### src/logic/mapper_pkg.sv
/* Shared types, field widths, mapper numbers and memory region bits
   for the discrete mapper core */
package mapper_pkg;

	// Bus widths
	localparam int CPU_ADDR_BITS  = 16;	// CPU address bus
	localparam int PPU_ADDR_BITS  = 14;	// PPU address bus
	localparam int MEM_ADDR_BITS  = 22;	// 4 MiB cartridge memory
	localparam int DATA_BITS      = 8;	// CPU data bus
	localparam int MAPPER_ID_BITS = 8;	// iNES mapper number

	// Address and data types
	typedef logic [CPU_ADDR_BITS-1:0]  cpu_addr_t;	// CPU side (PRG)
	typedef logic [PPU_ADDR_BITS-1:0]  ppu_addr_t;	// PPU side (CHR)
	typedef logic [MEM_ADDR_BITS-1:0]  mem_addr_t;	// Shared memory address
	typedef logic [DATA_BITS-1:0]      data_t;	// CPU data byte
	typedef logic [MAPPER_ID_BITS-1:0] mapper_id_t;	// Mapper select

	// Supported mapper numbers
	localparam mapper_id_t MAPPER_NROM     = 8'd0;	// No mapper chip
	localparam mapper_id_t MAPPER_BXROM    = 8'd34;	// BxROM oversize
	localparam mapper_id_t MAPPER_GXROM    = 8'd66;	// GxROM
	localparam mapper_id_t MAPPER_CAMERICA = 8'd71;	// Camerica and Fire Hawk

	// Offset widths inside the bank windows
	localparam int PRG_WINDOW_BITS = 15;	// 32 KiB PRG window
	localparam int PRG_HALF_BITS   = 14;	// 16 KiB PRG half
	localparam int CHR_WINDOW_BITS = 13;	// 8 KiB CHR window

	// Memory regions
	// PRG ROM starts at address zero of the shared memory and CHR sits in the
	// upper 2 MiB, so a single address bit tells the two regions apart
	localparam int CHR_ROM_BASE_BIT = 21;	// Set for every CHR access

endpackage

### src/logic/bank_registers.sv
`timescale 1ns/1ns

/* CPU write decode and bank register file
   PRG bank, CHR bank and Camerica single-screen select */
module bank_registers #(
	parameter int PRG_BANK_BITS = 6,	// PRG bank register width
	parameter int CHR_BANK_BITS = 2	// CHR bank register width
) (
	input  logic                      clk,
	input  logic                      rst,	// Sync, active high
	input  logic                      ce,	// CPU cycle enable
	input  logic                      prg_write,	// CPU write strobe
	input  mapper_pkg::cpu_addr_t     prg_ain,	// CPU address
	input  mapper_pkg::data_t         prg_din,	// CPU write data
	input  mapper_pkg::mapper_id_t    mapper_id,	// Selected mapper
	output logic [PRG_BANK_BITS-1:0]  prg_bank,	// Current PRG bank
	output logic [CHR_BANK_BITS-1:0]  chr_bank,	// Current CHR bank
	output logic                      ciram_select	// Single-screen page
);

	logic                     write_cycle;	// Accepted write to $8000-$FFFF
	logic                     is_bxrom;
	logic                     is_gxrom;
	logic                     is_camerica;
	logic                     cam_mirror_hit;	// $8000-$9FFF
	logic                     cam_bank_hit;	// $C000-$FFFF
	logic                     prg_we;	// PRG bank load
	logic [PRG_BANK_BITS-1:0] prg_wdata;
	logic                     chr_we;	// CHR bank load
	logic [CHR_BANK_BITS-1:0] chr_wdata;
	logic                     ciram_we;	// Mirroring page load

	// Only ROM space writes in an enabled CPU cycle reach the registers
	assign write_cycle = ce && prg_write && prg_ain[15];

	assign is_bxrom    = (mapper_id == mapper_pkg::MAPPER_BXROM);
	assign is_gxrom    = (mapper_id == mapper_pkg::MAPPER_GXROM);
	assign is_camerica = (mapper_id == mapper_pkg::MAPPER_CAMERICA);

	// Camerica splits ROM space into two register windows
	assign cam_mirror_hit = (prg_ain[14:13] == 2'b00);	// Fire Hawk page
	assign cam_bank_hit   = prg_ain[14];	// 16K bank select

	// Per-mapper field extraction
	always_comb begin
		prg_we    = 1'b0;
		prg_wdata = '0;
		chr_we    = 1'b0;
		chr_wdata = '0;
		ciram_we  = 1'b0;
		if (write_cycle) begin
			if (is_bxrom) begin
				prg_we    = 1'b1;
				prg_wdata = PRG_BANK_BITS'(prg_din[5:0]);	// Full 6-bit oversize field
			end else if (is_gxrom) begin
				prg_we    = 1'b1;
				prg_wdata = PRG_BANK_BITS'(prg_din[5:4]);	// 32K PRG bank
				chr_we    = 1'b1;
				chr_wdata = CHR_BANK_BITS'(prg_din[1:0]);	// 8K CHR bank
			end else if (is_camerica) begin
				ciram_we  = cam_mirror_hit;
				prg_we    = cam_bank_hit;
				prg_wdata = PRG_BANK_BITS'(prg_din[3:0]);	// Lower 16K half
			end
			// NROM has no registers
		end
	end

	// Register file
	always_ff @(posedge clk) begin
		if (rst) begin
			prg_bank     <= '0;
			chr_bank     <= '0;
			ciram_select <= 1'b0;
		end else begin
			if (prg_we)
				prg_bank <= prg_wdata;
			if (chr_we)
				chr_bank <= chr_wdata;
			if (ciram_we)
				ciram_select <= prg_din[4];	// Upper or lower nametable
		end
	end

endmodule

### src/logic/prg_address_map.sv
`timescale 1ns/1ns

/* CPU to PRG ROM address translation
   and PRG read permission */
module prg_address_map #(
	parameter int PRG_BANK_BITS = 6	// PRG bank register width
) (
	input  mapper_pkg::cpu_addr_t     prg_ain,	// CPU address
	input  logic                      prg_write,	// CPU write strobe
	input  mapper_pkg::mapper_id_t    mapper_id,	// Selected mapper
	input  logic [PRG_BANK_BITS-1:0]  prg_bank,	// From register file
	output mapper_pkg::mem_addr_t     prg_aout,	// PRG ROM address
	output logic                      prg_allow	// Memory access permitted
);

	localparam int         HALF_BANK_BITS = 4;	// Camerica 16K bank field
	localparam logic [3:0] LAST_HALF_BANK = 4'b1111;	// Fixed upper half
	localparam int PRG_WINDOW_BITS_L = mapper_pkg::PRG_WINDOW_BITS;

	logic [PRG_WINDOW_BITS_L-1:0] window_offset;
	logic [mapper_pkg::PRG_HALF_BITS-1:0] half_offset;
	logic [HALF_BANK_BITS-1:0] half_bank;	// Camerica bank for this access

	assign window_offset = prg_ain[PRG_WINDOW_BITS_L-1:0];
	assign half_offset   = prg_ain[mapper_pkg::PRG_HALF_BITS-1:0];

	// $8000-$BFFF switchable, $C000-$FFFF pinned to the last bank
	assign half_bank = prg_ain[14] ? LAST_HALF_BANK : HALF_BANK_BITS'(prg_bank);

	always_comb begin
		case (mapper_id)
			mapper_pkg::MAPPER_BXROM,
			mapper_pkg::MAPPER_GXROM:
				prg_aout = mapper_pkg::mem_addr_t'({prg_bank, window_offset});	// 32K banks
			mapper_pkg::MAPPER_CAMERICA:
				prg_aout = mapper_pkg::mem_addr_t'({half_bank, half_offset});	// 16K banks
			default:
				prg_aout = mapper_pkg::mem_addr_t'(window_offset);	// Fixed 32K image
		endcase
	end

	// ROM is read only
	assign prg_allow = prg_ain[15] && !prg_write;

endmodule

### src/logic/chr_address_map.sv
`timescale 1ns/1ns

/* PPU to CHR address translation, nametable VRAM select,
   A10 mirroring line and CHR write permission */
module chr_address_map #(
	parameter int CHR_BANK_BITS = 2	// CHR bank register width
) (
	input  mapper_pkg::ppu_addr_t     chr_ain,	// PPU address
	input  mapper_pkg::mapper_id_t    mapper_id,	// Selected mapper
	input  logic [CHR_BANK_BITS-1:0]  chr_bank,	// From register file
	input  logic                      ciram_select,	// Single-screen page
	input  logic                      mirror_vertical,	// Header mirroring bit
	input  logic                      chr_is_ram,	// CHR is writable RAM
	output mapper_pkg::mem_addr_t     chr_aout,	// CHR memory address
	output logic                      chr_allow,	// CHR write permitted
	output logic                      vram_ce,	// Route to internal VRAM
	output logic                      vram_a10	// Nametable A10
);

	localparam int WIN_BITS = mapper_pkg::CHR_WINDOW_BITS;

	logic                     is_gxrom;
	logic                     is_camerica;
	logic [CHR_BANK_BITS-1:0] bank_field;	// Bank bits above the 8K offset
	logic [WIN_BITS-1:0]      chr_offset;

	assign is_gxrom    = (mapper_id == mapper_pkg::MAPPER_GXROM);
	assign is_camerica = (mapper_id == mapper_pkg::MAPPER_CAMERICA);

	assign chr_offset = chr_ain[WIN_BITS-1:0];
	assign bank_field = is_gxrom ? chr_bank : '0;	// Others have a fixed 8K

	// CHR region flag, then bank, then offset
	always_comb begin
		chr_aout = '0;
		chr_aout[mapper_pkg::CHR_ROM_BASE_BIT] = 1'b1;
		chr_aout = chr_aout
			| (mapper_pkg::mem_addr_t'(bank_field) << WIN_BITS)
			| mapper_pkg::mem_addr_t'(chr_offset);
	end

	// $2000-$3FFF goes to the console's own 2K VRAM
	assign vram_ce = chr_ain[WIN_BITS];

	assign chr_allow = chr_is_ram;

	// Fire Hawk is the only Camerica title with horizontal in its header,
	// so that case selects the register driven single-screen page instead
	always_comb begin
		if (mirror_vertical)
			vram_a10 = chr_ain[10];	// Vertical
		else if (is_camerica)
			vram_a10 = ciram_select;	// Single screen
		else
			vram_a10 = chr_ain[11];	// Horizontal
	end

endmodule

### src/logic/discrete_mapper_top.sv
`timescale 1ns/1ns

/* Discrete mapper core for NROM, BxROM, GxROM and Camerica
   with register file and both address maps */
module discrete_mapper_top #(
	parameter int PRG_BANK_BITS = 6,	// 6 covers oversize BxROM
	parameter int CHR_BANK_BITS = 2	// GxROM CHR bank width
) (
	input  logic                   clk,
	input  logic                   rst,	// Sync, active high
	input  logic                   ce,	// CPU cycle enable
	input  mapper_pkg::cpu_addr_t  prg_ain,	// CPU address
	input  logic                   prg_write,	// CPU write strobe
	input  mapper_pkg::data_t      prg_din,	// CPU write data
	input  mapper_pkg::ppu_addr_t  chr_ain,	// PPU address
	input  mapper_pkg::mapper_id_t mapper_id,	// iNES mapper number
	input  logic                   mirror_vertical,	// Header mirroring bit
	input  logic                   chr_is_ram,	// CHR is RAM
	output mapper_pkg::mem_addr_t  prg_aout,	// PRG memory address
	output logic                   prg_allow,	// PRG access permitted
	output mapper_pkg::mem_addr_t  chr_aout,	// CHR memory address
	output logic                   chr_allow,	// CHR write permitted
	output logic                   vram_ce,	// Internal VRAM select
	output logic                   vram_a10	// Nametable A10
);

	logic [PRG_BANK_BITS-1:0] prg_bank;	// Registered bank state
	logic [CHR_BANK_BITS-1:0] chr_bank;
	logic                     ciram_select;

	bank_registers #(
		.PRG_BANK_BITS (PRG_BANK_BITS),
		.CHR_BANK_BITS (CHR_BANK_BITS)
	) bank_registers_i (
		.clk          (clk),
		.rst          (rst),
		.ce           (ce),
		.prg_write    (prg_write),
		.prg_ain      (prg_ain),
		.prg_din      (prg_din),
		.mapper_id    (mapper_id),
		.prg_bank     (prg_bank),
		.chr_bank     (chr_bank),
		.ciram_select (ciram_select)
	);

	// Combinational CPU side
	prg_address_map #(
		.PRG_BANK_BITS (PRG_BANK_BITS)
	) prg_address_map_i (
		.prg_ain   (prg_ain),
		.prg_write (prg_write),
		.mapper_id (mapper_id),
		.prg_bank  (prg_bank),
		.prg_aout  (prg_aout),
		.prg_allow (prg_allow)
	);

	// Combinational PPU side
	chr_address_map #(
		.CHR_BANK_BITS (CHR_BANK_BITS)
	) chr_address_map_i (
		.chr_ain         (chr_ain),
		.mapper_id       (mapper_id),
		.chr_bank        (chr_bank),
		.ciram_select    (ciram_select),
		.mirror_vertical (mirror_vertical),
		.chr_is_ram      (chr_is_ram),
		.chr_aout        (chr_aout),
		.chr_allow       (chr_allow),
		.vram_ce         (vram_ce),
		.vram_a10        (vram_a10)
	);

endmodule

### config.mk
export PLATFORM = sky130hd
export DESIGN_NAME = discrete_mapper_top
export DESIGN_NICKNAME = d
export VERILOG_FILES = /design/src/logic/mapper_pkg.sv /design/src/logic/bank_registers.sv /design/src/logic/prg_address_map.sv /design/src/logic/chr_address_map.sv /design/src/logic/discrete_mapper_top.sv
export SDC_FILE = /design/constraint.sdc
export NUM_CORES = 1
export LEC_CHECK = 0
export BUFFER_PORTS_ARGS = -buffer_cell sky130_fd_sc_hd__buf_2
export CAP_MARGIN = 0
export CORE_MARGIN = 1
export CORE_UTILIZATION = 35
export CTS_CLUSTER_DIAMETER = 100
export DETAILED_ROUTE_END_ITERATION = 12
export PLACE_DENSITY = 0.92
export SLEW_MARGIN = 30
export SYNTH_ARGS = -nofsm -noshare
export SYNTH_HDL_FRONTEND = slang
export SYNTH_SLANG_ARGS = --single-unit
### constraint.sdc
create_clock -name clk -period 3.2 [get_ports clk]
set_input_delay 0.96 -clock clk [delete_from_list [all_inputs] [get_ports clk]]
set_output_delay 0.96 -clock clk [all_outputs]
set_load 0.005 [all_outputs]
# ---- Word level (Yosys, flattened, before mapping)
# Cells that the tools add are included.
dict set report word_totals {
  input_bits 52
  wordCells 36
  output_inout_bits 48
  regBits 9
}
dict set report classes {
  mux 23
  eq_ne 3
  bitwise_logic 1
  n_reduce_logical 6
}
# operator count
set ops {}
lappend ops {{$pmux W21 S2} 1}
lappend ops {{$or A22 B13 Y22} 1}
lappend ops {{$mux W6} 3}
lappend ops {{$eq A8 B7 Y1 const B} 2}
lappend ops {{$mux W1} 13}
lappend ops {{$eq A8 B6 Y1 const B} 1}
lappend ops {{$mux W2} 4}
lappend ops {{$mux W4} 2}
lappend ops {{$logic_and A1 B1 Y1} 3}
lappend ops {{$logic_not A2 Y1} 1}
lappend ops {{$reduce_or A2 Y1} 1}
lappend ops {{$logic_not A1 Y1} 1}

# ---- Logic depth before layout (Yosys ltp)
dict set report depth {
  depth_word 5
  ltp_mapped 5
  mapped_depth_nobuf 4
}

# ---- Modules after synthesis
# A second synthesis with hierarchy kept.
dict set report hier_totals {
  hier_cells 131
  hier_area_um2 1044.8
}
# mod seq_area_each_um2 cells_per_inst instances area_each_um2
set modules_own_cells {}
lappend modules_own_cells {bank_registers 180.2 58 1 523.0}
lappend modules_own_cells {prg_address_map 0.0 38 1 271.5}
lappend modules_own_cells {chr_address_map 0.0 35 1 250.2}

# ---- Worst setup path after synthesis
# Ideal clock, no wire load.
dict set report synth_path {
  path_kind {in2out}
  startpoint {input mapper_id[7]}
  endpoint {output vram_a10}
  t_required_ns 2.240
  cell_stages 5
  slack_ns 0.168
  path_buffers 1
  arrival_ns 2.072
  cell_sequence {or4b_4 > nor2_1 > buf_4 > mux2i_1 > o21ai_0}
}
dict set report synth_via {
  elab_chain_cells 3
}
# item line
set synth_lines {}
lappend synth_lines {{start, declared} discrete_mapper_top.sv:16} ;# input mapper_pkg::mapper_id_t mapper_id,
lappend synth_lines {{$eq A8 B7 Y1} chr_address_map.sv:28} ;# assign is_camerica = (mapper_id == mapper_pkg::MAPPER_CAMERICA);
lappend synth_lines {{$mux W1} chr_address_map.sv:52} ;# else if (is_camerica)
lappend synth_lines {{$mux W1} chr_address_map.sv:50} ;# if (mirror_vertical)
lappend synth_lines {{end, declared} discrete_mapper_top.sv:24} ;# output logic vram_a10
# No other way between the ends.

# ---- Final worst setup path
dict set report layout_path {
  startpoint {input mapper_id[2]}
  endpoint {output prg_aout[19]}
}
dict set report layout_via {
  elab_chain_cells 3
  word_cells_on_any_way 5
  classes_between {eq/ne (3); mux (1); reduce/logical (1)}
}
# item line
set layout_lines {}
lappend layout_lines {{$eq A8 B6 Y1 or $eq A8 B7 Y1 (tied branches)} prg_address_map.sv:31} ;# case (mapper_id)
lappend layout_lines {{$reduce_or A2 Y1} prg_address_map.sv:31}
lappend layout_lines {{$pmux W21 S2 (*)} prg_address_map.sv:31}
lappend layout_lines {{end, declared} discrete_mapper_top.sv:19} ;# output mapper_pkg::mem_addr_t prg_aout,
# Every way passes the cells marked *; elsewhere a longest branch is shown, timed or not.

==> Flow_metrics.wiki <==
{| class="wikitable"
! Metric !! Value
|-
| Peak supply drop || 0.140 mV
|-
| Internal Dissipation || 0.184 mW
|-
| Net count reported at finish || 187
|-
| Count of unresolved DRC violations after routing || 0
|-
| Placement Cell Area || 965 µm²
|-
| Antenna-violating nets left || 0
|-
| Iteration-0 DRC count of the detailed router || 12
|-
| Vias in the first global route || 754
|-
| Post-layout worst setup margin || -0.00371 ns
|-
| Fraction of synthesis flops using an asynchronous set or reset pin || 0%
|-
| Synth warn || 0
|-
| Power dissipated by switching net loads || 0.0668 mW
|-
| TNS Setup || -0.00502 ns
|-
| Worst-path clk slew || 0.06 ns
|-
| MaxCap Viol Count || 0
|-
| TritonCTS Sinks || 9
|-
| Final clock period utilization by the worst path || 100%
|-
| Min cycle time layout || 3.20 ns
|-
| Pins Over Slew Limit || 0
|-
| Result of the run || complete, but fails checks
|-
| Library cell used as clock root buffer || clkbuf_4
|-
| Critical path class || in -> out
|-
| Slew at the pin closest to its max-slew limit || 0.516 ns
|-
| Overall die width || 54.1 µm
|-
| Via Count || 780
|-
| Die height || 54.1 µm
|-
| Flops & latches, synth || 9
|-
| Number of diodes || 0
|-
| Leak || 0.493 nW
|-
| Cell count after synthesis || 117
|-
| Main synth FF type || dfxtp_1
|-
| Area share of the leading cell type in the synthesized netlist || 30.1%
|-
| Synth area leaders || buf_4, dfxtp_1, mux2i_1
|-
| Finished Core Util || 40.6%
|-
| Area leader, netlist || buf_4
|-
| Skew final || 0 ns
|-
| Final count of hold timing violations || 0
|-
| Proportion of synthesized chip area in sequential cells || 19.0%
|-
| Maximum clock insertion buffer count || 2
|-
| Number of flops mapped to enable cells by yosys || 0
|-
| Post-placement cell count || 159
|-
| Maximum number of pins on one net before global-route repair || 14
|-
| Combinational cell fraction of total power || 19.1%
|-
| Cell Rows || 18
|-
| Detailed-router iteration count before antenna repair || 4
|-
| Netlist cell types || 27
|-
| Initial antenna violation count || 0
|-
| Die area || 2920 µm²
|-
| Max Clk Rate || 0.312 GHz
|-
| GP Congestion || 0.826
|-
| Setup repair after global routing missed its margin || yes
|-
| Part of the power in the clock network || 36.1%
|-
| Vias per cell || 4.76
|-
| Switch share || 26.7%
|-
| Core area || 2520 µm²
|-
| Violations in the final reports || setup timing
|-
| Sequential Power Share || 44.7%
|-
| HPWL after detailed placement || 1580 µm
|-
| Total power || 0.250 mW
|-
| List of most frequent post-synthesis cells || buf_4, nand2_1, dfxtp_1
|-
| Post-route non-filler standard cell count || 164
|-
| Mean cell area of the mapped netlist || 8.11 µm²
|-
| Signal arrival time at the worst endpoint || 2.24 ns
|-
| Type of the tightest min-delay check || reg -> reg
|-
| Hold buffers post-CTS || 0
|-
| Number of top-level pins || 100
|-
| Total setup violations reported at the end of the flow || 2
|-
| Max-Slew Margin vs Limit || 65.3%
|-
| Cell area after layout || 1020 µm²
|-
| Cell Area, Synth || 948 µm²
|-
| FILL cells || 262
|-
| Total power divided by cell area || 244 nW/µm²
|-
| Most common cell in the synthesized netlist || buf_4
|-
| Routed length per instance || 11.9 µm
|-
| Worst EP required || 2.24 ns
|-
| Maximum level of the CTS H-tree || 1
|-
| Port Buf Inserts || 37
|-
| Category of the worst setup path launch point || input pin
|-
| Total routing usage reported by global routing || 14.4%
|-
| Setup crit end kind || output port
|-
| Remaining Overflow, GRT || 0
|-
| Source-to-sink clock delay at the later pin of the worst-skew pair || 0.26 ns
|-
| Global-route wire length before repair || 2990 µm
|-
| Area delta synth->final || 8.05%
|-
| Starting utilization of the core area || 37.6%
|-
| Fraction of final layout cells with drive strength greater than 1 || 44.0%
|-
| TritonCTS clock tree || built
|-
| Final Routed Wirelength || 1960 µm
|-
| Max FO, Critical Path || 7
|-
| Clock buffers created by TritonCTS || 3
|}
==> worst paths after layout <==
| path | start | to | slack, ns | depth (start not counted) |
|---|---|---|---|---|
| setup / recovery | mapper_id[2] | prg_aout[19] | -0.004 | 6 |
| hold / removal | bank_registers_i.prg_bank[4] | bank_registers_i.prg_bank[4] | 0.48 | 2 |
| setup reg to reg | bank_registers_i.prg_bank[1] | bank_registers_i.prg_bank[1] | 2.41 | 2 |
| hold reg to reg | bank_registers_i.prg_bank[4] | bank_registers_i.prg_bank[4] | 0.48 | 2 |
==> layout make-up <==
type | instances | area (µm²) | area share, %
clock buffers | 4 | 26.3 | 2.56
inverters | 1 | 3.75 | 0.366
multi-input cells | 74 | 505 | 49.3
flip-flops and latches | 9 | 180 | 17.6
well taps | 30 | 37.5 | 3.66
repair buffers | 46 | 272 | 26.5
==> power by group through the flow <==
| stage | combinational (mW) | sequential, mW | clock (mW) |
|---|---|---|---|
| finish | 0.0479 | 0.112 | 0.0905 |
| global route | 0.0531 | 0.112 | 0.0962 |
| CTS | 0.0474 | 0.112 | 0.0906 |
| detailed placement | 0.0463 | 0.115 | 0 |
| global placement | 0.0446 | 0.115 | 0 |
| floorplan | 0.0532 | 0.115 | 0 |
==> sequential cells by signal, indices dropped and copies added, names as in the netlist <==
| name | cells |
|---|---|
| bank_registers_i.ciram_select | 1 |
| bank_registers_i.prg_bank | 6 |
| bank_registers_i.chr_bank | 2 |
==> logic make-up (layout without fill, tap and decap cells) <==
kind of cell,Yosys count,count (layout),share of synthesized area (%)
AOI/OAI and AO/OA,16,16,12.5
other,2,8,0.792
and+or+nand+nor,42,42,28.5
muxes,7,7,7.39
xor gates and xnor gates,1,1,0.924
DFF,9,9,19.0
buffers and inverters,40,51,30.9
==> metrics by stage <==
step	hold slack [ns]	setup WS [ns]
after global routing	0.507	-0.0531
after global placement	0.460	-0.00491
after detailed placement	0.474	-0.0194
after CTS	0.482	0.0106
final	0.476	-0.00371
after floorplan	0.447	0.168
==> worst max-delay path, cell delays in order <==
cell and delay [ns]:
buf_6 0.09, or4b_4 0.54, nor4_4 0.23, buf_4 0.19, and2_1 0.12, buf_2 0.10
==> what timing repair did <==
action | CTS | global route
buffers inserted | 1 | 0
gates resized for setup | 2 | 2
pin swaps | 3 | 0
hold endpoints to repair | 0 | 0
setup endpoints to repair | 6 | 8
==> cells in the final DEF, fill, tap and decap left out, drive strengths merged, types with 4 or more instances in the layout <==
cell	instances
nand2b	5
mux2i	7
and2	6
o21ai	8
dfxtp	9
nor2	4
buf	46
nand2	11
clkbuf	4
conb	8
==> routing by layer <==
layer | vias to the layer above | global-route usage [%] | share of wire, %
met2 | 30 | 26.3 | 53
met4 | 0 | 9.40 | 2.2
met5 | - | 0 | 0
met3 | 6 | 5.08 | 8.6
li1 | 387 | - | -
met1 | 357 | 13.3 | 36
Power figures use the tool's default switching activity.
